===== src/soc_params.svh =====
`ifndef SOC_PARAMS_SVH
`define SOC_PARAMS_SVH

// bus geometry
`define SOC_WB_AW 32
`define SOC_WB_DW 32

// on-chip ram size in words
`define SOC_RAM_DEPTH 512

// region codes, compared against adr[15:12]
`define SOC_REGION_RAM 4'h0
`define SOC_REGION_CSR 4'h1

// csr field widths
`define SOC_PRESC_W     4
`define SOC_OLED_SIZE_W 14
`define SOC_GPIO_W      8

`endif


===== src/soc_pkg.sv =====
`include "soc_params.svh"

package soc_pkg;

  // wishbone payload types
  typedef logic [`SOC_WB_AW-1:0]   wb_adr_t;
  typedef logic [`SOC_WB_DW-1:0]   wb_dat_t;
  typedef logic [`SOC_WB_DW/8-1:0] wb_sel_t;

  // oled link config
  typedef logic [`SOC_PRESC_W-1:0]     presc_t;
  typedef logic [`SOC_OLED_SIZE_W-1:0] oled_size_t;

  // gpio port value
  typedef logic [`SOC_GPIO_W-1:0] gpio_t;

  // word offsets inside the csr region, adr[4:2]
  typedef enum logic [2:0] {
    CSR_GPO       = 3'd0,
    CSR_GPI       = 3'd1,
    CSR_OLED_CONF = 3'd2,
    CSR_OLED_ADDR = 3'd3,
    CSR_OLED_SIZE = 3'd4,
    CSR_OLED_CTRL = 3'd5
  } csr_idx_e;

endpackage


===== src/wb_if.sv =====
`timescale 1ns/1ns

interface wb_if;

  import soc_pkg::*;

  // classic cycle, no stall, no err/rty
  logic    cyc;
  logic    stb;
  logic    we;
  wb_sel_t sel;
  wb_adr_t adr;
  wb_dat_t wdat;
  wb_dat_t rdat;
  logic    ack;

  // request side
  modport master (output cyc, stb, we, sel, adr, wdat, input rdat, ack);

  // response side
  modport slave (input cyc, stb, we, sel, adr, wdat, output rdat, ack);

endinterface


===== src/csr_regs.sv =====
`timescale 1ns/1ns
`include "soc_params.svh"

module csr_regs (
  input  logic                clk_i,
  input  logic                arst_n_i,
  wb_if.slave                 bus,
  input  soc_pkg::gpio_t      gpi_i,
  output soc_pkg::gpio_t      gpo_o,
  output logic                oled_start_o,
  output soc_pkg::presc_t     oled_presc_o,
  output logic                oled_inc_o,
  output soc_pkg::wb_adr_t    oled_adr_o,
  output soc_pkg::oled_size_t oled_size_o,
  input  logic                oled_rdy_i
);

  import soc_pkg::*;

  csr_idx_e   idx;
  logic       req;
  logic       ack_q;
  wb_dat_t    rdat_q;
  // register file
  gpio_t      gpo_q;
  presc_t     presc_q;
  logic       inc_q;
  wb_adr_t    adr_q;
  oled_size_t size_q;
  logic       start_q;

  assign idx = csr_idx_e'(bus.adr[4:2]);
  assign req = bus.cyc & bus.stb & ~ack_q;

  always_ff @(posedge clk_i or negedge arst_n_i) begin
    if (!arst_n_i) begin
      ack_q   <= 1'b0;
      gpo_q   <= '0;
      presc_q <= '0;
      inc_q   <= 1'b0;
      adr_q   <= '0;
      size_q  <= '0;
      start_q <= 1'b0;
    end else begin
      ack_q <= req;
      // start is a one-cycle pulse, busy check is left to the dma
      start_q <= req & bus.we & (idx == CSR_OLED_CTRL) & bus.wdat[0];
      if (req && bus.we) begin
        // whole word written, fields keep their low bits
        case (idx)
          CSR_GPO: gpo_q <= gpio_t'(bus.wdat);
          CSR_OLED_CONF: begin
            presc_q <= presc_t'(bus.wdat);
            inc_q   <= bus.wdat[`SOC_PRESC_W];
          end
          CSR_OLED_ADDR: adr_q  <= bus.wdat;
          CSR_OLED_SIZE: size_q <= oled_size_t'(bus.wdat);
          default: ;
        endcase
      end
    end
  end

  // read mux, sampled with the request
  always_ff @(posedge clk_i) begin
    if (req) begin
      case (idx)
        CSR_GPO:       rdat_q <= wb_dat_t'(gpo_q);
        CSR_GPI:       rdat_q <= wb_dat_t'(gpi_i);
        CSR_OLED_CONF: rdat_q <= wb_dat_t'({inc_q, presc_q});
        CSR_OLED_ADDR: rdat_q <= adr_q;
        CSR_OLED_SIZE: rdat_q <= wb_dat_t'(size_q);
        CSR_OLED_CTRL: rdat_q <= wb_dat_t'(oled_rdy_i);
        default:       rdat_q <= '0;
      endcase
    end
  end

  assign bus.ack      = ack_q;
  assign bus.rdat     = rdat_q;
  assign gpo_o        = gpo_q;
  assign oled_start_o = start_q;
  assign oled_presc_o = presc_q;
  assign oled_inc_o   = inc_q;
  assign oled_adr_o   = adr_q;
  assign oled_size_o  = size_q;

endmodule


===== src/flat_wrapper.sv =====
// flat-port wrapper written by rule: the top's interface ports become plain ports
module csr_regs_flat import soc_pkg::*;
  (clk_i, arst_n_i, gpi_i, gpo_o, oled_start_o, oled_presc_o, oled_inc_o, oled_adr_o, oled_size_o, oled_rdy_i, bus_cyc, bus_stb, bus_we, bus_sel, bus_adr, bus_wdat, bus_rdat, bus_ack);
  wb_if bus_i ();
  input  logic clk_i;
  input  logic arst_n_i;
  input  soc_pkg::gpio_t gpi_i;
  output soc_pkg::gpio_t gpo_o;
  output logic oled_start_o;
  output soc_pkg::presc_t oled_presc_o;
  output logic oled_inc_o;
  output soc_pkg::wb_adr_t oled_adr_o;
  output soc_pkg::oled_size_t oled_size_o;
  input  logic oled_rdy_i;
  input wire logic [$bits(bus_i.cyc)-1:0] bus_cyc;
  input wire logic [$bits(bus_i.stb)-1:0] bus_stb;
  input wire logic [$bits(bus_i.we)-1:0] bus_we;
  input wire logic [$bits(bus_i.sel)-1:0] bus_sel;
  input wire logic [$bits(bus_i.adr)-1:0] bus_adr;
  input wire logic [$bits(bus_i.wdat)-1:0] bus_wdat;
  output wire logic [$bits(bus_i.rdat)-1:0] bus_rdat;
  output wire logic [$bits(bus_i.ack)-1:0] bus_ack;
  assign bus_i.cyc = bus_cyc;
  assign bus_i.stb = bus_stb;
  assign bus_i.we = bus_we;
  assign bus_i.sel = bus_sel;
  assign bus_i.adr = bus_adr;
  assign bus_i.wdat = bus_wdat;
  assign bus_rdat = bus_i.rdat;
  assign bus_ack = bus_i.ack;
  csr_regs u_core (.clk_i(clk_i), .arst_n_i(arst_n_i), .bus(bus_i), .gpi_i(gpi_i), .gpo_o(gpo_o), .oled_start_o(oled_start_o), .oled_presc_o(oled_presc_o), .oled_inc_o(oled_inc_o), .oled_adr_o(oled_adr_o), .oled_size_o(oled_size_o), .oled_rdy_i(oled_rdy_i));
endmodule

===== config.mk =====
export PLATFORM = sky130hd
export DESIGN_NAME = csr_regs_flat
export DESIGN_NICKNAME = d
export VERILOG_FILES = /design/src/soc_pkg.sv /design/src/wb_if.sv /design/src/csr_regs.sv /design/src/flat_wrapper.sv
export VERILOG_INCLUDE_DIRS = /design/src /design/src/src
export SDC_FILE = /design/constraint.sdc
export NUM_CORES = 1
export LEC_CHECK = 0
export ABC_AREA = 1
export BUFFER_PORTS_ARGS = -buffer_cell sky130_fd_sc_hd__buf_2
export CAP_MARGIN = 20
export CORE_UTILIZATION = 47
export DETAILED_ROUTE_END_ITERATION = 10
export MAX_ROUTING_LAYER = met4
export PLACE_DENSITY = 0.79
export SLEW_MARGIN = 20
export SYNTH_ARGS = -nofsm -noshare
export SYNTH_HDL_FRONTEND = slang
export SYNTH_SLANG_ARGS = --single-unit

===== constraint.sdc =====
create_clock -name clk_i -period 1.89 [get_ports clk_i]
set_input_delay 0.378 -clock clk_i [delete_from_list [all_inputs] [get_ports clk_i]]
set_output_delay 0.378 -clock clk_i [all_outputs]
set_load 0.01 [all_outputs]

* Word-level counts from Yosys, hierarchy flattened
Cells that the tools add are included.
Word-level totals: flip-flop bits (word level) 93, bits of input ports 82, output and inout bits 93, logic and storage cells 26
Operators by class: eq/ne operators 5, mux-type cells 1, bitwise operators 6, reductions and logical operators 6
Operators with widths (number):
- $pmux W32 S6 | 1
- $reduce_and A2 Y1 | 4
- $eq A3 B2 Y1 const B | 2
- $eq A3 B3 Y1 const B | 2
- $and A1 B1 Y1 | 5
- $eq A3 B1 Y1 const B | 1
- $logic_not A3 Y1 | 1
- $logic_and A1 B1 Y1 | 1
- $not A1 Y1 | 1

* Longest topological paths before layout
depth in word-level cells 5, gate-level depth with buffers 8, depth with buffers taken out 6

* Least setup slack after synthesis
OpenSTA, ideal clock, no wires.
path type reg2reg, start register u_core.ack_q (netlist: u_core.bus.ack), end register u_core.rdat_q[0] (netlist: u_core.bus.rdat[0]) (enable), setup time 387 ps, arrival 1195 ps, required time 1503 ps, slack 308 ps, stages on the path, launching flop included 4, buffers on the path 0, period minus slack after synthesis 1582 ps, cells stage by stage dfrtp_1 -> inv_2 -> nand3_1 -> inv_1
On the way: longest elaborated chain between the ends 2
RTL lines:
- start, declared | RTL line csr_regs.sv:22 | logic ack_q;
- start signal, assigned | RTL line csr_regs.sv:45 | ack_q <= req;
- $not A1 Y1 | RTL line csr_regs.sv:33 | assign req = bus.cyc & bus.stb & ~ack_q;
- $and A1 B1 Y1 | RTL line csr_regs.sv:33
- named net u_core.req | RTL line csr_regs.sv:21 | logic req;
- end signal, assigned | RTL line csr_regs.sv:68 | CSR_GPO: rdat_q <= wb_dat_t'(gpo_q);
- end signal, assigned | RTL line csr_regs.sv:69 | CSR_GPI: rdat_q <= wb_dat_t'(gpi_i);
- end signal, assigned | RTL line csr_regs.sv:70 | CSR_OLED_CONF: rdat_q <= wb_dat_t'({inc_q, presc_q});
- end, declared | RTL line csr_regs.sv:23 | wb_dat_t rdat_q;
The timed path passes the listed nets, and every way through them passes these cells. A chain may end at the register's enable or synchronous reset.

* Final worst setup path
start register u_core.ack_q (netlist: u_core.bus.ack), end register u_core.adr_q[31] (netlist: u_core.oled_adr_o[31])
On the way: longest elaborated chain between the ends 4
RTL lines:
- $not A1 Y1 | RTL line csr_regs.sv:33
- $and A1 B1 Y1 | RTL line csr_regs.sv:33
- $logic_and A1 B1 Y1 | RTL line csr_regs.sv:48 | if (req && bus.we) begin
- $reduce_and A2 Y1 (no source line)
- end signal, assigned | RTL line csr_regs.sv:56 | CSR_OLED_ADDR: adr_q <= bus.wdat;
- end, declared | RTL line csr_regs.sv:28 | wb_adr_t adr_q;
Every way passes these cells.

==> flow_metrics.env <==
export IMPL_tightest_slew_ps=448.7
export IMPL_synth_top_area_frac=0.3836
export IMPL_via_count=3356
export IMPL_dpl_cell_area_mm2=0.004765
export IMPL_synth_most_common_cell="nand2_1"
export IMPL_synth_seq_cells=93
export IMPL_synth_xor_area_share=0
export IMPL_synth_top_family_by_area="simple AND/OR/NAND/NOR gates"
export IMPL_total_power_w=0.004719
export IMPL_critical_path_max_fanout=32
export IMPL_critPathMaxStageDelay_ps=400
export IMPL_muxShareOfSynthArea=0
export IMPL_synth_nets=520
export IMPL_fin_nets=666
export IMPL_cts_buffers=9
export IMPL_arrival_ps=1820
export IMPL_cp_slowest_cell="dfrtp_1"
export IMPL_vdd_drop_max_v=0.0005181
export IMPL_setup_viol=0
export IMPL_pin_count=175
export IMPL_synth_fa_ha_area_frac=0
export IMPL_whs_ps=37.14
export IMPL_hold_viol_final=0
export IMPL_slew_viol_final=0
export IMPL_synth_warning_count=0
export IMPL_setup_tns_ps=0
export IMPL_firstDrtPassIters=5
export IMPL_endpoint="u_core.oled_adr_o[31]"
export IMPL_postCtsSetupBuffers=0
export IMPL_slew_headroom=0.6998
export IMPL_grt_ovfl_total=0
export IMPL_timing_rr_end="u_core.oled_adr_o[31]"
export IMPL_cts_tree="yes"
export IMPL_synth_area_mm2=0.003979
export IMPL_clock_skew_final_ps=15.88
export IMPL_rsz0062_at_grt="no"
export IMPL_die_height_um=94.01
export IMPL_antenna_cells=0
export IMPL_initialDrtViolationCount=151
export IMPL_synth_edf_count=32
export IMPL_die_x_um=94.01
export IMPL_p_per_area_mw_per_mm2=949.6
export IMPL_period_minus_slack_ps=1596
export IMPL_grt_antenna_before_repair=0
export IMPL_start_util=0.4842
export IMPL_final_area_mm2=0.004970
export IMPL_cts_hold_buffers=0
export IMPL_required_ps=2120
export IMPL_fin_crit_sh=0.8444
export IMPL_ys_top_cells_by_area="dfrtp_1, edfxtp_1, nand2_1"
export IMPL_syn_avg_cell_area_um2=9.084
export IMPL_drc=0
export IMPL_grt_usage=0.2368
export IMPL_postRouteAntennaNets=0
export IMPL_hold_path_class="input pin to asynchronous set/reset pin"
export IMPL_synth_async_reset_ratio=0.6559
export IMPL_r2r_cells=6
export IMPL_portBuffers=141
export IMPL_cts_clk_slew_worst_paths_ps=90
export IMPL_leakage_nw=2.732
export IMPL_crit_start="u_core.bus.ack"
export IMPL_route_detailed_wl_per_inst_um=13.82
export IMPL_max_cap_viol_count=0
export IMPL_coreArea_mm2=0.008217
export IMPL_die_area_mm2=0.008838
export IMPL_htreeDepth=3
export IMPL_hpwl_um=6769
export IMPL_fmaxAchievable_ghz=0.6266
export IMPL_synth_compound_area_frac=0.005031
export IMPL_cts_resized=0
export IMPL_insertion_delay_ps=350
export IMPL_cts_buffer_depth=2
export IMPL_grt_pass1_vias=3140
export IMPL_viasPerCell=4.836
export IMPL_grt_pass1_wl_um=15190
export IMPL_routed_wl_um=9592
export IMPL_cp_common_cell="nand2_1"
export IMPL_yosys_area_share_simple=0.2984
export IMPL_grt_max_degree=62
export IMPL_path_depth=6
export IMPL_r2r_start="u_core.bus.ack"
export IMPL_yosys_area_top_type="dfrtp_1"
export IMPL_synthTopCellsByCount="nand2_1, dfrtp_1, inv_1, nor2_1, edfxtp_1"
export IMPL_syn_to_final_growth_pct=24.91
export IMPL_worstSetupEndpointType="flip-flop"
export IMPL_place_congestion=0.8709
export IMPL_synth_ff_type="dfrtp_1"
export IMPL_cts_root_buf="clkbuf_8"
export IMPL_crit_path_cell_trace="inv_2 -> nand3_1 -> nor2_1 -> nand2_4 -> nand2_1 -> nand2_1"
export IMPL_ys_types=21
export IMPL_synthCells=438
export IMPL_path_class="flip-flop to flip-flop"
export IMPL_ys_seq_area_frac=0.6252
export IMPL_layout_drive_gt1_share=0.2971
export IMPL_rows=33
export IMPL_reg2reg_slack_ps=290
export IMPL_post_route_util=0.6048
export IMPL_start_kind="flip-flop"
export IMPL_run_status="completed"
export IMPL_path_delay_family="simple AND/OR/NAND/NOR gates"
export IMPL_path_buf_inv=1
export IMPL_clkSinkCount=93
==> flip-flops by register name (all words and copies together) (netlist names) <==
signal / count
u_core.bus.rdat: 32
u_core.oled_start_o: 1
u_core.gpo_o: 8
u_core.oled_size_o: 14
u_core.bus.ack: 1
u_core.oled_adr_o: 32
u_core.oled_presc_o: 4
u_core.oled_inc_o: 1
==> logic make-up (layout without fill, tap and decap cells) <==
| kind of cell | count (synthesis) | count (layout) |
|---|---|---|
| DFF | 93 | 93 |
| AOI/OAI and AO/OA | 4 | 4 |
| and+or+nand+nor | 286 | 286 |
| buffers and inverters | 55 | 206 |
==> report_power, final <==
part / internal, W / switching [W] / total [W]
Combinational: 0.000333 / 0.000495 / 0.000827
Sequential: 0.00234 / 0.000186 / 0.00253
Clock: 0.000695 / 0.000667 / 0.00136
Total: 0.00337 / 0.00135 / 0.00472
==> through the flow <==
stage / worst slack (ps) / std cells
after floorplan: 307.8 / 438
after global placement: 254.6 / 678
after detailed placement: 191.5 / 678
after CTS: 229.4 / 694
after global routing: 111.1 / 694
final: 294.1 / 694
==> worst reg2reg max path, stage by stage, from the launching register on <==
cell and delay, ps:
dfrtp_1 400, inv_2 60, nand3_1 80, nor2_1 370
nand2_4 360, nand2_1 150, nand2_1 70
==> worst min path at each step <==
stage / startpoint / end / slack (ps) / cells past startpoint
after floorplan: arst_n_i / u_core.bus.ack / 80 / 0
after global placement: arst_n_i / u_core.oled_size_o[6] / 410 / 2
after detailed placement: arst_n_i / u_core.oled_adr_o[8] / 420 / 2
after CTS: arst_n_i / u_core.oled_adr_o[8] / 30 / 2
after global routing: arst_n_i / u_core.oled_adr_o[8] / 40 / 2
final: arst_n_i / u_core.oled_size_o[6] / 40 / 2
==> layout by cell type, fill, tap and decap left out <==
cell	instances
nand3_4	1
a21oi_1	2
nor2_1	35
nand2_2	1
clkbuf_8	9
nand2_1	212
dfrtp_1	61
buf_2	141
o21ai_0	2
nand2_4	2
inv_4	1
bufinv_16	1
inv_1	35
inv_2	3
nor2_2	1
nand3_1	16
buf_12	1
clkinvlp_4	2
edfxtp_1	32
nand4_1	15
buf_4	8
clkbuf_16	1
nor2_4	3
clkinv_1	1
clkbuf_1	3
==> metal layers <==
metal  GRT usage  wire length, µm
met5           -                0
met3     0.05502              806
met2      0.3802             4724
met4     0.08333              124
met1      0.2952             3936
==> final cells by class <==
type                       instances  area (µm²)
fill                             704        3247
sequential                        93        2487
multi-input combinational        290        1207
timing repair buffer             150       785.8
clock buffer                      13       160.2
inverter                          40       152.6
tap                              105       131.4
clock inverter                     3       45.04
Note: power is estimated with default switching activity, not from simulation.
