### src/soc_params.svh
`ifndef SOC_PARAMS_SVH
`define SOC_PARAMS_SVH

// bus geometry
`define SOC_WB_AW 32
`define SOC_WB_DW 32

// on-chip ram size in words
`define SOC_RAM_DEPTH 512

// region codes, compared against adr[15:12]
`define SOC_REGION_RAM 4'h0
`define SOC_REGION_CSR 4'h1

// csr field widths
`define SOC_PRESC_W     4
`define SOC_OLED_SIZE_W 14
`define SOC_GPIO_W      8

`endif

### src/soc_pkg.sv
`include "soc_params.svh"

package soc_pkg;

  // wishbone payload types
  typedef logic [`SOC_WB_AW-1:0]   wb_adr_t;
  typedef logic [`SOC_WB_DW-1:0]   wb_dat_t;
  typedef logic [`SOC_WB_DW/8-1:0] wb_sel_t;

  // oled link config
  typedef logic [`SOC_PRESC_W-1:0]     presc_t;
  typedef logic [`SOC_OLED_SIZE_W-1:0] oled_size_t;

  // gpio port value
  typedef logic [`SOC_GPIO_W-1:0] gpio_t;

  // word offsets inside the csr region, adr[4:2]
  typedef enum logic [2:0] {
    CSR_GPO       = 3'd0,
    CSR_GPI       = 3'd1,
    CSR_OLED_CONF = 3'd2,
    CSR_OLED_ADDR = 3'd3,
    CSR_OLED_SIZE = 3'd4,
    CSR_OLED_CTRL = 3'd5
  } csr_idx_e;

endpackage

### src/wb_if.sv
`timescale 1ns/1ns

interface wb_if;

  import soc_pkg::*;

  // classic cycle, no stall, no err/rty
  logic    cyc;
  logic    stb;
  logic    we;
  wb_sel_t sel;
  wb_adr_t adr;
  wb_dat_t wdat;
  wb_dat_t rdat;
  logic    ack;

  // request side
  modport master (output cyc, stb, we, sel, adr, wdat, input rdat, ack);

  // response side
  modport slave (input cyc, stb, we, sel, adr, wdat, output rdat, ack);

endinterface

### src/wb_intercon.sv
`timescale 1ns/1ns
`include "soc_params.svh"

module wb_intercon (
  input  logic clk_i,
  input  logic arst_n_i,
  wb_if.slave  host,
  wb_if.slave  dma,
  wb_if.master ram,
  wb_if.master csr
);

  import soc_pkg::*;

  //##########################################################################
  // arbitration
  //##########################################################################

  // grant is latched on the first cycle and held until owner cyc falls
  logic    lock_q;
  logic    gnt_dma_q;
  logic    gnt_dma;
  logic    err_ack_q;
  // owner request after the mux
  logic    req_cyc;
  logic    req_stb;
  logic    req_we;
  wb_sel_t req_sel;
  wb_adr_t req_adr;
  wb_dat_t req_wdat;
  // region hits
  logic    sel_ram;
  logic    sel_csr;
  logic    slv_ack;
  wb_dat_t slv_rdat;

  // idle bus picks dma first, host otherwise
  assign gnt_dma  = lock_q ? gnt_dma_q : dma.cyc;
  assign req_cyc  = gnt_dma ? dma.cyc  : host.cyc;
  assign req_stb  = gnt_dma ? dma.stb  : host.stb;
  assign req_we   = gnt_dma ? dma.we   : host.we;
  assign req_sel  = gnt_dma ? dma.sel  : host.sel;
  assign req_adr  = gnt_dma ? dma.adr  : host.adr;
  assign req_wdat = gnt_dma ? dma.wdat : host.wdat;

  always_ff @(posedge clk_i or negedge arst_n_i) begin
    if (!arst_n_i) begin
      lock_q    <= 1'b0;
      gnt_dma_q <= 1'b0;
      err_ack_q <= 1'b0;
    end else begin
      if (!lock_q) begin
        lock_q    <= req_cyc;
        gnt_dma_q <= dma.cyc;
      end else if (!req_cyc) begin
        // release, next master gets the bus one cycle later
        lock_q <= 1'b0;
      end
      // unmapped region, answer locally, data zero, write dropped
      err_ack_q <= req_cyc & req_stb & ~sel_ram & ~sel_csr & ~err_ack_q;
    end
  end

  //##########################################################################
  // address decode and response mux
  //##########################################################################

  assign sel_ram = (req_adr[15:12] == `SOC_REGION_RAM);
  assign sel_csr = (req_adr[15:12] == `SOC_REGION_CSR);

  assign ram.cyc  = req_cyc & sel_ram;
  assign ram.stb  = req_stb & sel_ram;
  assign ram.we   = req_we;
  assign ram.sel  = req_sel;
  assign ram.adr  = req_adr;
  assign ram.wdat = req_wdat;

  assign csr.cyc  = req_cyc & sel_csr;
  assign csr.stb  = req_stb & sel_csr;
  assign csr.we   = req_we;
  assign csr.sel  = req_sel;
  assign csr.adr  = req_adr;
  assign csr.wdat = req_wdat;

  assign slv_ack  = sel_ram ? ram.ack  : (sel_csr ? csr.ack  : err_ack_q);
  assign slv_rdat = sel_ram ? ram.rdat : (sel_csr ? csr.rdat : '0);

  // ack goes only to the owner
  assign dma.ack   = gnt_dma & slv_ack;
  assign host.ack  = ~gnt_dma & slv_ack;
  assign dma.rdat  = slv_rdat;
  assign host.rdat = slv_rdat;

  // owner cannot be swapped in the middle of its cycle
  a_gnt_hold: assert property (@(posedge clk_i) disable iff (!arst_n_i)
    req_cyc |=> gnt_dma == $past(gnt_dma));

  // never two slaves strobed at once
  a_one_slave: assert property (@(posedge clk_i) disable iff (!arst_n_i)
    $onehot0({ram.stb, csr.stb}));

endmodule

### src/flat_wrapper.sv
// flat-port wrapper written by rule: the top's interface ports become plain ports
module wb_intercon_flat import soc_pkg::*;
  (clk_i, arst_n_i, host_cyc, host_stb, host_we, host_sel, host_adr, host_wdat, host_rdat, host_ack, dma_cyc, dma_stb, dma_we, dma_sel, dma_adr, dma_wdat, dma_rdat, dma_ack, ram_cyc, ram_stb, ram_we, ram_sel, ram_adr, ram_wdat, ram_rdat, ram_ack, csr_cyc, csr_stb, csr_we, csr_sel, csr_adr, csr_wdat, csr_rdat, csr_ack);
  wb_if host_i ();
  wb_if dma_i ();
  wb_if ram_i ();
  wb_if csr_i ();
  input  logic clk_i;
  input  logic arst_n_i;
  input wire logic [$bits(host_i.cyc)-1:0] host_cyc;
  input wire logic [$bits(host_i.stb)-1:0] host_stb;
  input wire logic [$bits(host_i.we)-1:0] host_we;
  input wire logic [$bits(host_i.sel)-1:0] host_sel;
  input wire logic [$bits(host_i.adr)-1:0] host_adr;
  input wire logic [$bits(host_i.wdat)-1:0] host_wdat;
  output wire logic [$bits(host_i.rdat)-1:0] host_rdat;
  output wire logic [$bits(host_i.ack)-1:0] host_ack;
  input wire logic [$bits(dma_i.cyc)-1:0] dma_cyc;
  input wire logic [$bits(dma_i.stb)-1:0] dma_stb;
  input wire logic [$bits(dma_i.we)-1:0] dma_we;
  input wire logic [$bits(dma_i.sel)-1:0] dma_sel;
  input wire logic [$bits(dma_i.adr)-1:0] dma_adr;
  input wire logic [$bits(dma_i.wdat)-1:0] dma_wdat;
  output wire logic [$bits(dma_i.rdat)-1:0] dma_rdat;
  output wire logic [$bits(dma_i.ack)-1:0] dma_ack;
  output wire logic [$bits(ram_i.cyc)-1:0] ram_cyc;
  output wire logic [$bits(ram_i.stb)-1:0] ram_stb;
  output wire logic [$bits(ram_i.we)-1:0] ram_we;
  output wire logic [$bits(ram_i.sel)-1:0] ram_sel;
  output wire logic [$bits(ram_i.adr)-1:0] ram_adr;
  output wire logic [$bits(ram_i.wdat)-1:0] ram_wdat;
  input wire logic [$bits(ram_i.rdat)-1:0] ram_rdat;
  input wire logic [$bits(ram_i.ack)-1:0] ram_ack;
  output wire logic [$bits(csr_i.cyc)-1:0] csr_cyc;
  output wire logic [$bits(csr_i.stb)-1:0] csr_stb;
  output wire logic [$bits(csr_i.we)-1:0] csr_we;
  output wire logic [$bits(csr_i.sel)-1:0] csr_sel;
  output wire logic [$bits(csr_i.adr)-1:0] csr_adr;
  output wire logic [$bits(csr_i.wdat)-1:0] csr_wdat;
  input wire logic [$bits(csr_i.rdat)-1:0] csr_rdat;
  input wire logic [$bits(csr_i.ack)-1:0] csr_ack;
  assign host_i.cyc = host_cyc;
  assign host_i.stb = host_stb;
  assign host_i.we = host_we;
  assign host_i.sel = host_sel;
  assign host_i.adr = host_adr;
  assign host_i.wdat = host_wdat;
  assign host_rdat = host_i.rdat;
  assign host_ack = host_i.ack;
  assign dma_i.cyc = dma_cyc;
  assign dma_i.stb = dma_stb;
  assign dma_i.we = dma_we;
  assign dma_i.sel = dma_sel;
  assign dma_i.adr = dma_adr;
  assign dma_i.wdat = dma_wdat;
  assign dma_rdat = dma_i.rdat;
  assign dma_ack = dma_i.ack;
  assign ram_cyc = ram_i.cyc;
  assign ram_stb = ram_i.stb;
  assign ram_we = ram_i.we;
  assign ram_sel = ram_i.sel;
  assign ram_adr = ram_i.adr;
  assign ram_wdat = ram_i.wdat;
  assign ram_i.rdat = ram_rdat;
  assign ram_i.ack = ram_ack;
  assign csr_cyc = csr_i.cyc;
  assign csr_stb = csr_i.stb;
  assign csr_we = csr_i.we;
  assign csr_sel = csr_i.sel;
  assign csr_adr = csr_i.adr;
  assign csr_wdat = csr_i.wdat;
  assign csr_i.rdat = csr_rdat;
  assign csr_i.ack = csr_ack;
  wb_intercon u_core (.clk_i(clk_i), .arst_n_i(arst_n_i), .host(host_i), .dma(dma_i), .ram(ram_i), .csr(csr_i));
endmodule
### config.mk
export PLATFORM = sky130hd
export DESIGN_NAME = wb_intercon_flat
export DESIGN_NICKNAME = d
export VERILOG_FILES = /design/src/soc_pkg.sv /design/src/wb_if.sv /design/src/wb_intercon.sv /design/src/flat_wrapper.sv
export VERILOG_INCLUDE_DIRS = /design/src /design/src/src
export SDC_FILE = /design/constraint.sdc
export NUM_CORES = 1
export LEC_CHECK = 0
export ABC_AREA = 1
export BUFFER_PORTS_ARGS = -buffer_cell sky130_fd_sc_hd__buf_2
export CAP_MARGIN = 20
export CORE_AREA = 2 2 163 165
export CTS_CLUSTER_DIAMETER = 40
export DETAILED_ROUTE_END_ITERATION = 16
export DIE_AREA = 0 0 165 167
export SYNTH_ARGS = -nofsm -noshare
export SYNTH_HDL_FRONTEND = slang
export SYNTH_SLANG_ARGS = --single-unit
### constraint.sdc
create_clock -name clk_i -period 1.7 [get_ports clk_i]
set_input_delay 0.255 -clock clk_i [delete_from_list [all_inputs] [get_ports clk_i]]
set_output_delay 0.255 -clock clk_i [all_outputs]
set_load 0.05 [all_outputs]
# Word level (Yosys, flattened, before mapping)
# Cells that the tools add are included.
# word_totals
ff_bits,3
latch_bits,0
ram_bits,0
rom_bits,0
inputBits,210
output_inout_bits,208
word_cells,32
mem_count,0
# classes
add_sub_neg,0
multipliers,0
div,0
n_lt_le_gt_ge,0
n_eq_ne,1
n_shift,0
muxes,13
bitwise,14
n_reduce_logical,1
# op_table
cell,n
$mux W32,4
$and A1 B1 Y1,10
$mux W1,8
$eq A4 B1 Y1 const B,1
$logic_not A4 Y1,1
$mux W4,1
$not A1 Y1,4

# Longest topological paths before layout
# logic_depth
word_depth,7
mapped_depth,13
depth_no_buf,11

# Worst setup path after synthesis
# OpenSTA, ideal clock, no wires.
# synth_path
kind,reg-to-output
startpoint,register u_core.lock_q
endpoint,output dma_ack
arrival_time_ps,2294
required_time_ps,1445
slack_ps,-849
path_stages_with_launch,10
path_buffers,0
path_cell_list,dfrtp_1 inv_2 nand2_1 nand3_1 nand2_1 nor2_2 nand2_1 nand2_1 nand3_1 a21oi_1
# synth_via
elab_chain_len,6
elab_cells_between_ends,7
cone_classes,eq/ne: 1; mux: 4; bitwise: 1; reduce/logical: 1
# synth_rtl
element,line,text
from (decl),wb_intercon.sv:20,logic lock_q;
from (signal assigned),wb_intercon.sv:53,lock_q <= req_cyc;
$mux W1 (*),--,
$mux W32 (*),wb_intercon.sv:43,assign req_adr = gnt_dma ? dma.adr : host.adr;
net csr_adr[13],flat_wrapper.sv:38,output wire logic [$bits(csr_i.adr)-1:0] csr_adr;
$eq A4 B1 Y1 (no line),--,
$mux W1,wb_intercon.sv:85,assign slv_ack = sel_ram ? ram.ack : (sel_csr ? csr.ack : err_ack_q);
$mux W1 (*),wb_intercon.sv:85,
$and A1 B1 Y1 (*),wb_intercon.sv:89,assign dma.ack = gnt_dma & slv_ack;
to (decl),flat_wrapper.sv:25,output wire logic [$bits(dma_i.ack)-1:0] dma_ack;
# Mark *: on every way through the listed nets, which the timed path passes. The rest lies on a longest branch.

# Worst setup path in the final report
# layout_path
startpoint,register u_core.lock_q
endpoint,output dma_rdat[0]
# layout_via
elab_chain_len,5
elab_cells_between_ends,6
cone_classes,eq/ne: 1; mux: 4; reduce/logical: 1
# layout_rtl
element,line,text
$mux W1 (*),--,
$mux W32 (*),wb_intercon.sv:43,
$eq A4 B1 Y1 (no line),--,
$mux W32,wb_intercon.sv:86,assign slv_rdat = sel_ram ? ram.rdat : (sel_csr ? csr.rdat : '0);
$mux W32 (*),wb_intercon.sv:86,
to (decl),flat_wrapper.sv:24,output wire logic [$bits(dma_i.rdat)-1:0] dma_rdat;
# Mark *: on every way between the ends. The rest lies on a longest branch, timed or not.

==> results_dict.tcl <==
set metrics [dict create \
    drt_first_pass_iters 5 \
    max_stage_delay_ns 0.40 \
    grt_pass1_vias 4115 \
    rsz0062_at_grt "yes" \
    final_antenna_net_count 0 \
    synth_compound_area_share_pct 0.964 \
    die_x_um 165 \
    hold_path.class "input pin to asynchronous set/reset pin" \
    critical_path_class "flop to output pin" \
    dr_total_vias 4331 \
    crit_path_end_kind "output pin" \
    fin_skew_ns 0.0000998 \
    viasPerCell 3.66 \
    rr_worst_depth 8 \
    initial_utilization_pct 9.07 \
    ys_ff_latch 3 \
    synthXorXnorAreaFrac_pct 0 \
    cts_made_buffers 3 \
    gr-total-overflow 0 \
    synth_top_family_by_area "simple AND/OR/NAND/NOR gates" \
    dpl_cell_area_mm2 0.00587 \
    period_minus_slack_ns 2.18 \
    cp_max_fo 8 \
    clock_path_buffers 2 \
    reg2reg_to "u_core.err_ack_q" \
    syn_to_final_growth_pct 239 \
    synth_simple_gate_area_share_pct 56.4 \
    synthMuxAreaShare_pct 0 \
    portBuffers 417 \
    final-seq-area_um2 75.1 \
    post-route-drc-count 0 \
    drtIter0Drc 83 \
    synth_area_per_cell_um2 4.99 \
    htreeDepth 1 \
    crit_slowest_cell "dfrtp_1" \
    max-cap-violations 0 \
    synth_fa_ha_area_share_pct 0 \
    synth.distinct_cells 21 \
    die_area_mm2 0.0276 \
    rows 59 \
    cts_tree "yes" \
    fp.coreArea_mm2 0.0258 \
    violations "negative setup slack" \
    fin_area_mm2 0.00793 \
    path_cells "nand2_2 -> nand2_8 -> nand2_4 -> nand2_8 -> nor2_4 -> nand2_4 -> clkinv_8 -> buf_12 -> buf_16 -> nand2_2 -> nand2_4 -> buf_8" \
    yosysWarningCount 0 \
    post-route-util_pct 30.8 \
    setup_viol 205 \
    fin_nets 1059 \
    fin_crit_sh_pct 128 \
    io_pins 418 \
    holdWs_ns 0.405 \
    grt_usage_pct 12.2 \
    dieHeight_um 167 \
    wl_um 20400 \
    vdd_drop_max_v 0.00109 \
    multi_input_comb_area_mm2 0.00207 \
    cp-start-kind "flop" \
    cts-root-buf "clkbuf_16" \
    relSlewSlack_pct 81.4 \
    wl_per_cell_um 17.3 \
    diodes 0 \
    syn_nets 678 \
    crit_top_cell "nand2_4" \
    place.gp.congestion 0.796 \
    clkTransAtPathRegs_ns 0.03 \
    cp.required_ns 1.44 \
    pre_cts_ws_ns -0.363 \
    grt_pass1_wl_um 24700 \
    drive_above_1_share_pct 77.5 \
    r2r_slack_ns 0.16 \
    antenna_found_initial 1 \
    slew_viol_final 0 \
    status "finished with violations" \
    critPathBufInv 4 \
    setup_ws_ns -0.475 \
    fillers 2620 \
    max_slew.worst_pin.slew_ns 0.281 \
    worstReg2RegStart "u_core.lock_q" \
    powerDensity_mw_per_mm2 1720 \
    max_freq_ghz 0.460 \
    clk_latency_ns 0.22 \
    cts_num_sinks 3 \
    ys_seq_area_share_pct 3.21 \
    synth_cells 468 \
    synth.cell_area_mm2 0.00234 \
    grt_max_degree 53 \
    tns_ns -60.04 \
    dpl.hpwl_um 15500 \
    finalHoldViolations 0 \
    power_leakage_nw 4.09 \
    cp_top_family "simple AND/OR/NAND/NOR gates" \
    worstPathArrival_ns 1.92 \
]
layer usage:
metal,GRT usage (%),wire (um)
met5,0,14
met4,2.87,332
met3,2.02,1520
met2,25.0,11300
met1,12.4,7230
kinds of logic (layout without fill, tap and decap cells):
kind of cell           after synthesis  after routing
buffers and inverters              135            515
DFF                                  3              3
AOI/OAI and AO/OA                    4              4
and+or+nand+nor                    326            326
cells in the mapped netlist:
master	n	area [um2]
buf_6	3	33.8
clkinv_2	1	5.00
a21oi_1	2	10.0
o21a_1	1	7.51
inv_1	8	30.0
o21ai_0	1	5.00
buf_4	101	758
or2_2	1	6.26
nand2_4	2	22.5
buf_2	10	50.1
inv_2	2	7.51
nor2_2	1	6.26
nand3_1	38	190
nor2_4	1	11.3
nand2_2	6	37.5
nand3b_1	1	7.51
nor2_1	6	22.5
clkbuf_1	9	33.8
nand2_1	270	1010
buf_1	1	3.75
dfrtp_1	3	75.1
placed cells by master, fill, tap and decap left out:
| master | instances |
|---|---|
| clkbuf_16 | 11 |
| buf_4 | 44 |
| nand2_8 | 2 |
| clkbuf_4 | 1 |
| clkbuf_1 | 1 |
| inv_4 | 1 |
| o21ai_0 | 1 |
| buf_2 | 222 |
| nand3_1 | 37 |
| buf_16 | 4 |
| nand2_2 | 76 |
| nor2_2 | 1 |
| nand3b_1 | 1 |
| inv_2 | 2 |
| nor2_4 | 6 |
| clkinv_8 | 1 |
| dlygate4sd3_1 | 1 |
| o21a_1 | 1 |
| nand3_4 | 1 |
| buf_12 | 70 |
| nand2_1 | 138 |
| buf_6 | 51 |
| dfrtp_1 | 3 |
| nor2_1 | 1 |
| or2_2 | 1 |
| a21oi_4 | 2 |
| buf_8 | 99 |
| inv_1 | 7 |
| nand2_4 | 62 |
registers in the layout, indices dropped and copies added, names as in the netlist:
register,cells
u_core.err_ack_q,1
u_core.lock_q,1
u_core.gnt_dma_q,1
stage by stage:
stage | total power, mW | cells
final | 13.6 | 1183
after global routing | 14.1 | 1183
after CTS | 11.7 | 1162
after detailed placement | 10.4 | 1149
after global placement | 10.3 | 1149
after floorplan | 7.59 | 468
worst reg2reg max path, delay by kind of cell (launching register included):
family	cells	cell delay, ns
flip-flops	1	0.40
buffers and inverters	2	0.29
AO/OA/AOI/OAI	1	0.13
AND/OR/NAND/NOR	5	0.61
final cells by class:
| class | count | share of cell area (%) |
|---|---|---|
| Inverter | 11 | 0.710 |
| Timing Repair Buffer | 500 | 66.0 |
| Tap cell | 335 | 5.28 |
| Multi-Input combinational cell | 330 | 26.1 |
| Sequential cell | 3 | 0.947 |
| Clock buffer | 4 | 0.994 |
worst max-delay path by stage:
stage               slack (ns)       endpoint  cells past startpoint          start
global route             -0.60  host_rdat[27]                     11  u_core.lock_q
finish                   -0.48    dma_rdat[0]                     12  u_core.lock_q
floorplan                -0.26  host_rdat[10]                     11  u_core.lock_q
detailed placement       -0.36    csr_adr[17]                      7  u_core.lock_q
global placement         -0.34   host_rdat[2]                     12  u_core.lock_q
CTS                      -0.51  host_rdat[27]                     11  u_core.lock_q
power breakdown:
| part | switching [mW] | internal, mW | leakage (nW) | total [mW] |
|---|---|---|---|---|
| registers | 0.0132 | 0.0927 | 0.0374 | 0.106 |
| logic | 7.78 | 5.37 | 4.02 | 13.1 |
| clock network | 0.0640 | 0.309 | 0.0382 | 0.373 |
| total | 7.85 | 5.77 | 4.09 | 13.6 |
what timing repair did:
action                                  in CTS  in global routing
gates cloned                                 3                 10
hold buffers                                 1                  0
endpoints found under the setup margin     202                206
endpoints found under the hold margin        3                  0
pin swaps                                    3                  9
gates resized for setup                    207                335
buffers inserted                             5                 11
Note: power is estimated with default switching activity, not from simulation.
