<file path="src/soc_params.svh">
`ifndef SOC_PARAMS_SVH
`define SOC_PARAMS_SVH

// bus geometry
`define SOC_WB_AW 32
`define SOC_WB_DW 32

// on-chip ram size in words
`define SOC_RAM_DEPTH 512

// region codes, compared against adr[15:12]
`define SOC_REGION_RAM 4'h0
`define SOC_REGION_CSR 4'h1

// csr field widths
`define SOC_PRESC_W     4
`define SOC_OLED_SIZE_W 14
`define SOC_GPIO_W      8

`endif

</file>
<file path="src/soc_pkg.sv">
`include "soc_params.svh"

package soc_pkg;

  // wishbone payload types
  typedef logic [`SOC_WB_AW-1:0]   wb_adr_t;
  typedef logic [`SOC_WB_DW-1:0]   wb_dat_t;
  typedef logic [`SOC_WB_DW/8-1:0] wb_sel_t;

  // oled link config
  typedef logic [`SOC_PRESC_W-1:0]     presc_t;
  typedef logic [`SOC_OLED_SIZE_W-1:0] oled_size_t;

  // gpio port value
  typedef logic [`SOC_GPIO_W-1:0] gpio_t;

  // word offsets inside the csr region, adr[4:2]
  typedef enum logic [2:0] {
    CSR_GPO       = 3'd0,
    CSR_GPI       = 3'd1,
    CSR_OLED_CONF = 3'd2,
    CSR_OLED_ADDR = 3'd3,
    CSR_OLED_SIZE = 3'd4,
    CSR_OLED_CTRL = 3'd5
  } csr_idx_e;

endpackage

</file>
<file path="src/oled_word_serializer.sv">
`timescale 1ns/1ns

module oled_word_serializer (
  input  logic             clk_i,
  input  logic             arst_n_i,
  input  logic             load_i,
  input  soc_pkg::wb_dat_t word_i,
  input  logic             next_byte_i,
  input  logic             shift_i,
  output logic             sdo_o,
  output logic             word_end_o
);

  import soc_pkg::*;

  wb_dat_t    word_q;
  logic [1:0] bidx_q;
  logic       end_q;
  logic [7:0] sh_q;

  // word buffer, payload only
  always_ff @(posedge clk_i) begin
    if (load_i) begin
      word_q <= word_i;
    end
  end

  always_ff @(posedge clk_i or negedge arst_n_i) begin
    if (!arst_n_i) begin
      bidx_q <= '0;
      end_q  <= 1'b0;
      sh_q   <= '0;
    end else if (load_i) begin
      bidx_q <= '0;
      end_q  <= 1'b0;
    end else if (next_byte_i) begin
      // lsb byte first, msb of the byte on the wire first
      sh_q   <= word_q[{bidx_q, 3'b000} +: 8];
      bidx_q <= bidx_q + 1'b1;
      end_q  <= (bidx_q == 2'd3);
    end else if (shift_i) begin
      sh_q <= {sh_q[6:0], 1'b0};
    end
  end

  assign sdo_o      = sh_q[7];
  assign word_end_o = end_q;

endmodule

</file>
<file path="config.mk">
export PLATFORM = sky130hd
export DESIGN_NAME = oled_word_serializer
export DESIGN_NICKNAME = d
export VERILOG_FILES = /design/src/soc_pkg.sv /design/src/oled_word_serializer.sv
export VERILOG_INCLUDE_DIRS = /design/src /design/src/src
export SDC_FILE = /design/constraint.sdc
export NUM_CORES = 1
export LEC_CHECK = 0
export ABC_AREA = 1
export BUFFER_PORTS_ARGS = -buffer_cell sky130_fd_sc_hd__buf_2
export CAP_MARGIN = 15
export CORE_ASPECT_RATIO = 0.9
export CORE_UTILIZATION = 30
export CTS_BUF_LIST = sky130_fd_sc_hd__clkbuf_16
export DETAILED_ROUTE_END_ITERATION = 6
export PLACE_DENSITY_LB_ADDON = 0.05
export SLEW_MARGIN = 15
export SYNTH_ARGS = -nofsm -noshare
export SYNTH_HDL_FRONTEND = slang
export SYNTH_SLANG_ARGS = --single-unit
</file>
<file path="constraint.sdc">
create_clock -name clk_i -period 1.5 [get_ports clk_i]
set_clock_uncertainty 0.2 [all_clocks]
set_input_delay 0.3 -clock clk_i [delete_from_list [all_inputs] [get_ports clk_i]]
set_output_delay 0.3 -clock clk_i [all_outputs]
set_load 0.02 [all_outputs]
</file>
# After elaboration in Yosys (flattened, before gate mapping)

Index checks and enable logic that the tools add are counted.

Output and inout bits: 2
Bits in registers: 43
Input port bits: 37
Logic and storage cells: 17

Muxes and demuxes: 6
Bitwise logic cells: 1
Add/subtract/negate cells: 1
Reductions and logical operators: 3
Eq/ne operators: 1
Shifts and indexed selects: 1

Operator list:

| operator                                    | number |
|---|---|
| indexed part select 32 x 6 -> 8 bit         | 1 |
| 2-to-1 mux 8 bit                            | 2 |
| 2-to-1 mux 2 bit                            | 2 |
| nonzero test 2 bit                          | 2 |
| adder 2 x 1 -> 2 bit, second input constant | 1 |
| equality test 2 bit, second input constant  | 1 |
| 2-to-1 mux 1 bit                            | 2 |
| AND reduction 2 bit                         | 1 |
| inverter 1 bit                              | 1 |

# Depth between registers and ports, before layout

Gate-level depths: netlist (run 1).

Depth in word-level cells: 3
Mapped depth: 9

# Worst setup path after synthesis (run 1)

Ideal clock, no wire load.

Path kind: register -> register
From: register bidx_q[0]
To: register sh_q[0]
Buffers on the path: 2
Slack: 248 ps
Cell stages (with the launch flop): 9
Data required time: 1183 ps
Data arrival time: 935 ps
Path through: dfrtp_1 > buf_6 > inv_6 > buf_12 > nand2_1 > nand3_1 > nand2_1 > nand3_1 > nand2_1

Cells in the longest elaborated chain, start to end: 2

Ends and longest elaborated chain:

| item                                | line                       | source |
|---|---|---|
| from (decl)                         | oled_word_serializer.sv:17 | `logic [1:0] bidx_q;` |
| from (signal assigned)              | oled_word_serializer.sv:39 | `bidx_q <= bidx_q + 1'b1;` |
| indexed part select 32 x 6 -> 8 bit | oled_word_serializer.sv:38 | `sh_q <= word_q[{bidx_q, 3'b000} +: 8];` |
| 2-to-1 mux 8 bit                    | oled_word_serializer.sv:36 | `end else if (next_byte_i) begin` |
| to (signal assigned)                | oled_word_serializer.sv:38 |  |
| to (signal assigned)                | oled_word_serializer.sv:42 | `sh_q <= {sh_q[6:0], 1'b0};` |
| to (decl)                           | oled_word_serializer.sv:19 | `logic [7:0] sh_q;` |

No other way between the ends.
A chain may end at the register's enable or synchronous reset.

# Worst setup path in the final report (run 1)

From: register bidx_q[0]
To: register sh_q[3]

Same word-level chain as after synthesis.

==> insert_results.sql, run 1 <==
INSERT INTO impl_metrics (metric_group, metric, value, unit) VALUES
('outcome', 'status', 'finished, violations left', ''),
('outcome', 'failed_checks', 'design-rule violations', ''),
('yosys', 'synthArstFlopShare', '25.6', '%'),
('sta', 'maxSlewViolCount', '0', ''),
('placed_design', 'place.gp.congestion', '0.742', ''),
('floorplanning', 'chip_height', '76.6', 'µm'),
('placed_design', 'detailedPlacementHpwl', '2.64', 'mm'),
('setup_path', 'worst_setup_path_endpoint', 'sh_q[3]$_DFFE_PN0P_', ''),
('floorplanning', 'number_of_top_level_design_ports', '39', ''),
('sta', 'ratio_of_final_minimum_period_to_clock_period', '92.1', '%'),
('yosys', 'synth_seq_area_share', '66.7', '%'),
('finish', 'antenna_fix_cells', '0', ''),
('routing', 'detail_route.drc_violations', '2', ''),
('setup_path', 'critical_path.reg2reg.endpoint', 'sh_q[3]$_DFFE_PN0P_', ''),
('yosys', 'synth-seq-cells', '43', ''),
('floorplanning', 'core_area', '5820', 'µm²'),
('yosys', 'ys_top_cells_by_area', 'sky130_fd_sc_hd__edfxtp_1, sky130_fd_sc_hd__dfrtp_1, sky130_fd_sc_hd__nand2_1', ''),
('setup_path', 'crit_type', 'reg2reg', ''),
('clocking', 'clockRootBuffer', 'sky130_fd_sc_hd__clkbuf_16', ''),
('power_and_ir_drop', 'cellPowerDensity', '1110', 'nW/µm²'),
('finish', 'layout.nets', '283', ''),
('global_routing', 'grt_first_pass_wirelength', '6.33', 'mm'),
('clocking', 'clk_transition_reported_paths', '60', 'ps'),
('clocking', 'worst_skew_pair.late_latency', '280', 'ps'),
('clocking', 'numCtsBuffers', '5', ''),
('clocking', 'cts-root-to-sink-buffers', '2', ''),
('setup_path', 'worst_setup_path_start_kind', 'register', ''),
('floorplanning', 'placement_rows', '26', ''),
('setup_path', 'critical_path.reg2reg.startpoint', 'bidx_q[0]$_DFFE_PN0P_', ''),
('clocking', 'cts_resized', '0', ''),
('routing', 'drtIter0Drc', '65', ''),
('min_path', 'timing.hold.worst.class', 'in2reg', ''),
('yosys', 'synth.avg_cell_area', '11.0', 'µm²'),
('global_routing', 'first_global_vias', '1352', ''),
('routing', 'antenna_violation_net_count_after_detailed_routing', '0', ''),
('sta', 'worstMarginPinSlew', '327', 'ps'),
('sta', 'final.min_clock_period', '1380', 'ps'),
('routing', 'post_drt_via_cell_ratio', '4.34', ''),
('placed_design', 'placement.io_buffers', '38', ''),
('yosys', 'synthesis.area', '1850', 'µm²'),
('placed_design', 'placedInstanceArea', '2120', 'µm²'),
('floorplanning', 'fp.dieArea', '6500', 'µm²'),
('sta', 'worst_slew_margin_rel', '78.2', '%'),
('finish', 'proportion_of_layout_cells_with_a_drive_suffix_above_1', '27.6', '%'),
('global_routing', 'pin_count_of_the_biggest_net_entering_global_routing', '27', ''),
('setup_path', 'worst-path-max-fanout', '10', ''),
('routing', 'wire_per_inst', '11.5', 'µm'),
('yosys', 'synthesized_instance_count', '169', ''),
('setup_path', 'timing.critical_path.arrival', '1350', 'ps'),
('power_and_ir_drop', 'vdd_drop_max', '438', 'µV'),
('global_routing', 'antenna_found_initial', '0', ''),
('yosys', 'synth.yosys.warnings', '0', ''),
('setup_path', 'cp-startpoint', 'bidx_q[0]$_DFFE_PN0P_', ''),
('clocking', 'clock_tree_from_tritoncts', 'done', ''),
('yosys', 'synth_top_cell_area_share', '51.9', '%'),
('finish', 'signed_area_change_from_the_synthesized_netlist_to_the_final_layout', '37.7', '%'),
('run', 'max_cap_violations', '0', ''),
('sta', 'final_hold_viol_count', '0', ''),
('yosys', 'synth_most_common_cell', 'sky130_fd_sc_hd__nand2_1', ''),
('clocking', 'h-tree-depth', '2', ''),
('yosys', 'synth_top_cells_by_count', 'sky130_fd_sc_hd__nand2_1, sky130_fd_sc_hd__edfxtp_1, sky130_fd_sc_hd__nand3_1', ''),
('yosys', 'yosysTopAreaCell', 'sky130_fd_sc_hd__edfxtp_1', ''),
('routing', 'routed_wirelength', '3.64', 'mm'),
('finish', 'layout.filler_cells', '578', ''),
('routing', 'detail_route.first_pass.iterations', '7', ''),
('clocking', 'clkSinkCount', '43', ''),
('setup_path', 'ff2ff_path_depth', '7', ''),
('yosys', 'post_synth_num_cell_types', '16', ''),
('setup_path', 'timing.reg2reg.setup_slack', '120', 'ps'),
('yosys', 'synth_enable_flop_cells', '32', ''),
('setup_path', 'cp-end-kind', 'register', '');
## power breakdown
group	leakage, nW	total [mW]	internal [mW]	switching (mW)
clock	0.0776	0.996	0.598	0.399
combinational	0.631	0.375	0.182	0.194
sequential	0.452	1.45	1.40	0.0502
## layout make-up
class / instances / area, µm² / share of cell area (%)
sequential: 43 / 1240 / 48.4
inverter: 8 / 35.0 / 1.37
clock buffer: 5 / 125 / 4.90
tap: 70 / 87.6 / 3.43
timing repair buffer: 76 / 551 / 21.6
multi-input combinational: 111 / 507 / 19.9
clock inverter: 3 / 11.3 / 0.441
## layer usage
metal  up-vias  wire length, µm  track usage (%)
met5         -                0                0
met4         0               63             6.27
met3         9              154             3.79
met2        32             1640             18.9
met1       623             1780             17.0
li1        706                -                -
## how the worst min path moves through the flow
| stage | cells past startpoint | to | start | slack, ps |
|---|---|---|---|---|
| final | 1 | word_q[31]$_DFFE_PP_ | word_i[31] | 6 |
| after global routing | 1 | word_q[31]$_DFFE_PP_ | word_i[31] | 1 |
| after CTS | 1 | word_q[1]$_DFFE_PP_ | word_i[1] | 0.1 |
| after detailed placement | 1 | word_end_o$_DFFE_PN0P_ | arst_n_i | -10 |
| after global placement | 1 | sh_q[0]$_DFFE_PN0P_ | arst_n_i | -10 |
| after floorplan | 0 | bidx_q[0]$_DFFE_PN0P_ | arst_n_i | -200 |
## cell usage in the layout (no fill, tap or decap), drive strengths merged
master	count
nand2	72
buf	46
edfxtp	32
dlygate4sd3	30
nand3	21
nor2	14
dfrtp	11
inv	11
clkbuf	5
o21ai	3
ha	1
## worst max-delay path, cell delays in order, from the launching register on
cell and delay [ps]:
sky130_fd_sc_hd__dfrtp_1 450, sky130_fd_sc_hd__buf_4 200, sky130_fd_sc_hd__nand2_1 80, sky130_fd_sc_hd__nand3_2 90, sky130_fd_sc_hd__nand2_1 80, sky130_fd_sc_hd__nand2_1 60, sky130_fd_sc_hd__nand2_1 60, sky130_fd_sc_hd__nand2_1 50
## kinds of logic (layout without fill, tap and decap cells)
group / Yosys count / after routing / share of synthesized area [%]
simple gates: 107 / 107 / 25.7
fa+ha+maj: 1 / 1 / 0.675
flops: 43 / 43 / 66.7
compound gates: 3 / 3 / 1.01
buf+inv: 15 / 92 / 5.94
## flip-flops by register name, indices dropped and copies added (netlist names)
register,flops
bidx_q,2
sh_q,8
word_end_o,1
word_q,32
## stage by stage
step / worst slack, ps / std cells / util (%) / power (mW) / hold slack (ps)
CTS: 121 / 315 / 43.7 / 2.88 / 0.0993
global placement: 158 / 278 / 36.3 / 1.80 / -10.8
detailed placement: 144 / 278 / 36.3 / 1.80 / -13.3
floorplan: 248 / 169 / - / 1.68 / -196
global route: 44.0 / 316 / 43.8 / 2.99 / 1.41
finish: 119 / 316 / 43.8 / 2.83 / 5.56
## repair_timing
| item | in CTS | in global routing |
|---|---|---|
| hold buffers | 29 | 1 |
| hold endpoints to repair | 39 | 1 |
| endpoints found under the setup margin | 0 | 0 |
No activity file was read; power rests on OpenSTA's default activity.
==> inputs of run 2 (changes only) <==
Settings changed: CTS_BUF_LIST sky130_fd_sc_hd__clkbuf_16 to default.
==> insert_results.sql, run 2 (synthesis results as in run 1) <==
INSERT INTO impl_metrics (metric_group, metric, value, unit) VALUES
('clocking', 'worst_skew_pair.late_latency', '280', 'ps'),
('routing', 'post_drt_via_cell_ratio', '4.30', ''),
('floorplanning', 'start_util', '31.8', '%'),
('sta', 'final-setup-viol-count', '0', ''),
('finish', 'proportion_of_layout_cells_with_a_drive_suffix_above_1', '27.3', '%'),
('setup_path', 'worst_setup_path_start_kind', 'register', ''),
('floorplanning', 'chip_height', '76.6', 'µm'),
('floorplanning', 'placement_rows', '26', ''),
('finish', 'top_register', 'word_q', ''),
('sta', 'final_hold_viol_count', '0', ''),
('routing', 'detail_route.first_pass.iterations', '7', ''),
('clocking', 'clkSinkCount', '43', ''),
('sta', 'final.min_clock_period', '1380', 'ps'),
('placed_design', 'placedInstanceArea', '2120', 'µm²'),
('finish', 'layout.cells.most_common_list', 'sky130_fd_sc_hd__nand2_1, sky130_fd_sc_hd__buf_2, sky130_fd_sc_hd__dlygate4sd3_1', ''),
('power_and_ir_drop', 'share_of_power_burned_in_registers', '57.6', '%'),
('placed_design', 'place.gp.congestion', '0.742', ''),
('sta', 'achievable-frequency', '723', 'MHz'),
('power_and_ir_drop', 'power_report.internal_total', '1.92', 'mW'),
('setup_path', 'required', '1480', 'ps'),
('clocking', 'clockRootBuffer', 'sky130_fd_sc_hd__clkbuf_8', ''),
('clocking', 'clk_transition_reported_paths', '70', 'ps'),
('finish', 'signed_area_change_from_the_synthesized_netlist_to_the_final_layout', '36.3', '%'),
('power_and_ir_drop', 'fraction_of_power_consumed_by_combinational_cells', '15.1', '%'),
('clocking', 'h-tree-depth', '2', ''),
('routing', 'routed_wirelength', '3.65', 'mm'),
('global_routing', 'first_global_vias', '1343', ''),
('floorplanning', 'fp.dieW', '84.8', 'µm'),
('power_and_ir_drop', 'total_switching_power', '0.600', 'mW'),
('routing', 'wire_per_inst', '11.4', 'µm'),
('sta', 'worstMarginPinSlew', '326', 'ps'),
('sta', 'worst_slew_margin_rel', '78.3', '%'),
('floorplanning', 'fp.dieArea', '6500', 'µm²'),
('clocking', 'cts-root-to-sink-buffers', '2', ''),
('clocking', 'numCtsBuffers', '5', ''),
('run', 'max_cap_violations', '0', ''),
('global_routing', 'grt_remaining_overflow', '0', ''),
('placed_design', 'detailedPlacementHpwl', '2.64', 'mm'),
('routing', 'antenna_violation_net_count_after_detailed_routing', '0', ''),
('setup_path', 'cp-end-kind', 'register', ''),
('finish', 'layout.nets', '286', ''),
('sta', 'maxSlewViolCount', '0', ''),
('outcome', 'status', 'finished, violations left', ''),
('finish', 'antenna_fix_cells', '0', ''),
('power_and_ir_drop', 'vdd_drop_max', '442', 'µV'),
('finish', 'finalCoreUtilization', '43.4', '%'),
('min_path', 'timing.hold.worst.class', 'in2reg', ''),
('global_routing', 'antenna_found_initial', '0', ''),
('power_and_ir_drop', 'power.share.switching', '23.8', '%'),
('global_routing', 'grt_first_pass_wirelength', '6.29', 'mm'),
('power_and_ir_drop', 'power.static_leakage', '1.14', 'nW'),
('setup_path', 'timing.critical_path.arrival', '1360', 'ps'),
('finish', 'stdcell_count', '319', ''),
('finish', 'reg_top3', 'word_q: 32 flops, sh_q: 8 flops, bidx_q: 2 flops', ''),
('global_routing', 'pin_count_of_the_biggest_net_entering_global_routing', '27', ''),
('placed_design', 'post-place-cells', '278', ''),
('floorplanning', 'core_area', '5820', 'µm²'),
('routing', 'vias_post_dr', '1372', ''),
('sta', 'rsz0062_at_grt', 'false', ''),
('power_and_ir_drop', 'cellPowerDensity', '997', 'nW/µm²'),
('clocking', 'cts_setup_buffers', '0', ''),
('routing', 'detail_route.drc_violations', '2', ''),
('sta', 'layout_setup_ws', '118', 'ps'),
('routing', 'drtIter0Drc', '60', ''),
('outcome', 'failed_checks', 'design-rule violations', ''),
('sta', 'ratio_of_final_minimum_period_to_clock_period', '92.2', '%'),
('setup_path', 'worst-path-max-fanout', '10', ''),
('power_and_ir_drop', 'clockPowerShare', '27.2', '%'),
('finish', 'most_frequent_standard_cell_in_the_layout_excluding_fill_and_tap_cells', 'sky130_fd_sc_hd__nand2_1', ''),
('sta', 'setup-tns-final', '0', 'ps'),
('setup_path', 'crit_type', 'reg2reg', ''),
('clocking', 'cts_resized', '0', ''),
('finish', 'stdcell_area', '2530', 'µm²'),
('clocking', 'clock_tree_from_tritoncts', 'done', ''),
('floorplanning', 'number_of_top_level_design_ports', '39', ''),
('placed_design', 'preCtsSetupSlack', '144', 'ps'),
('finish', 'flip_flop_count_of_the_largest_register_after_layout', '32', ''),
('global_routing', 'grt_util_all_layers', '12.5', '%'),
('placed_design', 'placement.io_buffers', '38', '');
[run 2: critical path, cell delays in order, from the launching register on]
cell                      delay (ps)
sky130_fd_sc_hd__dfrtp_1         450
sky130_fd_sc_hd__buf_4           200
sky130_fd_sc_hd__nand2_1          80
sky130_fd_sc_hd__nand3_2          90
sky130_fd_sc_hd__nand2_1          80
sky130_fd_sc_hd__nand2_1          60
sky130_fd_sc_hd__nand2_1          60
sky130_fd_sc_hd__nand2_1          50
[run 2: final cells by class]
class	instances	area (µm²)
well taps	70	87.6
fillers	583	3300
multi-input cells	111	507
repair buffers	79	581
flip-flops and latches	43	1240
inverters	8	35.0
clock buffers	8	80.1
[run 2: repair_timing]
action,4_1_cts,5_1_grt
endpoints found under the hold margin,43,0
setup endpoints to repair,0,0
hold buffers,33,0
[run 2: metrics by stage]
step	total power, mW	hold WS [ps]
after CTS	2.57	136
final	2.52	148
after global placement	1.80	-10.8
after detailed placement	1.80	-13.3
after global routing	2.68	152
after floorplan	1.68	-196
[run 2: power groups by stage]
stage               sequential, mW  clock, mW  combinational [mW]
finish                        1.45      0.686               0.381
global route                  1.47      0.773               0.437
CTS                           1.45      0.730               0.390
detailed placement            1.48          0               0.324
global placement              1.48          0               0.318
floorplan                     1.47          0               0.210
[run 2: final timing paths]
path                                       start                endpoint  slack [ps]  cells past startpoint
setup reg to reg           bidx_q[0]$_DFFE_PN0P_     sh_q[3]$_DFFE_PN0P_         120                      7
min in group asynchronous               arst_n_i  word_end_o$_DFFE_PN0P_         220                      2
max in group asynchronous               arst_n_i   bidx_q[0]$_DFFE_PN0P_         670                      2
hold reg to reg              sh_q[7]$_DFFE_PN0P_     sh_q[7]$_DFFE_PN0P_         280                      2
hold / removal                       next_byte_i  word_end_o$_DFFE_PN0P_         150                      3
setup / recovery           bidx_q[0]$_DFFE_PN0P_     sh_q[3]$_DFFE_PN0P_         120                      7
[run 2: routing by layer]
metal	GRT usage (%)	up-vias	part of all wire, %
li1	-	709	-
met1	16.8	627	51
met2	18.9	32	46
met3	3.47	4	3.0
met4	5.25	0	0.63
met5	0	-	0
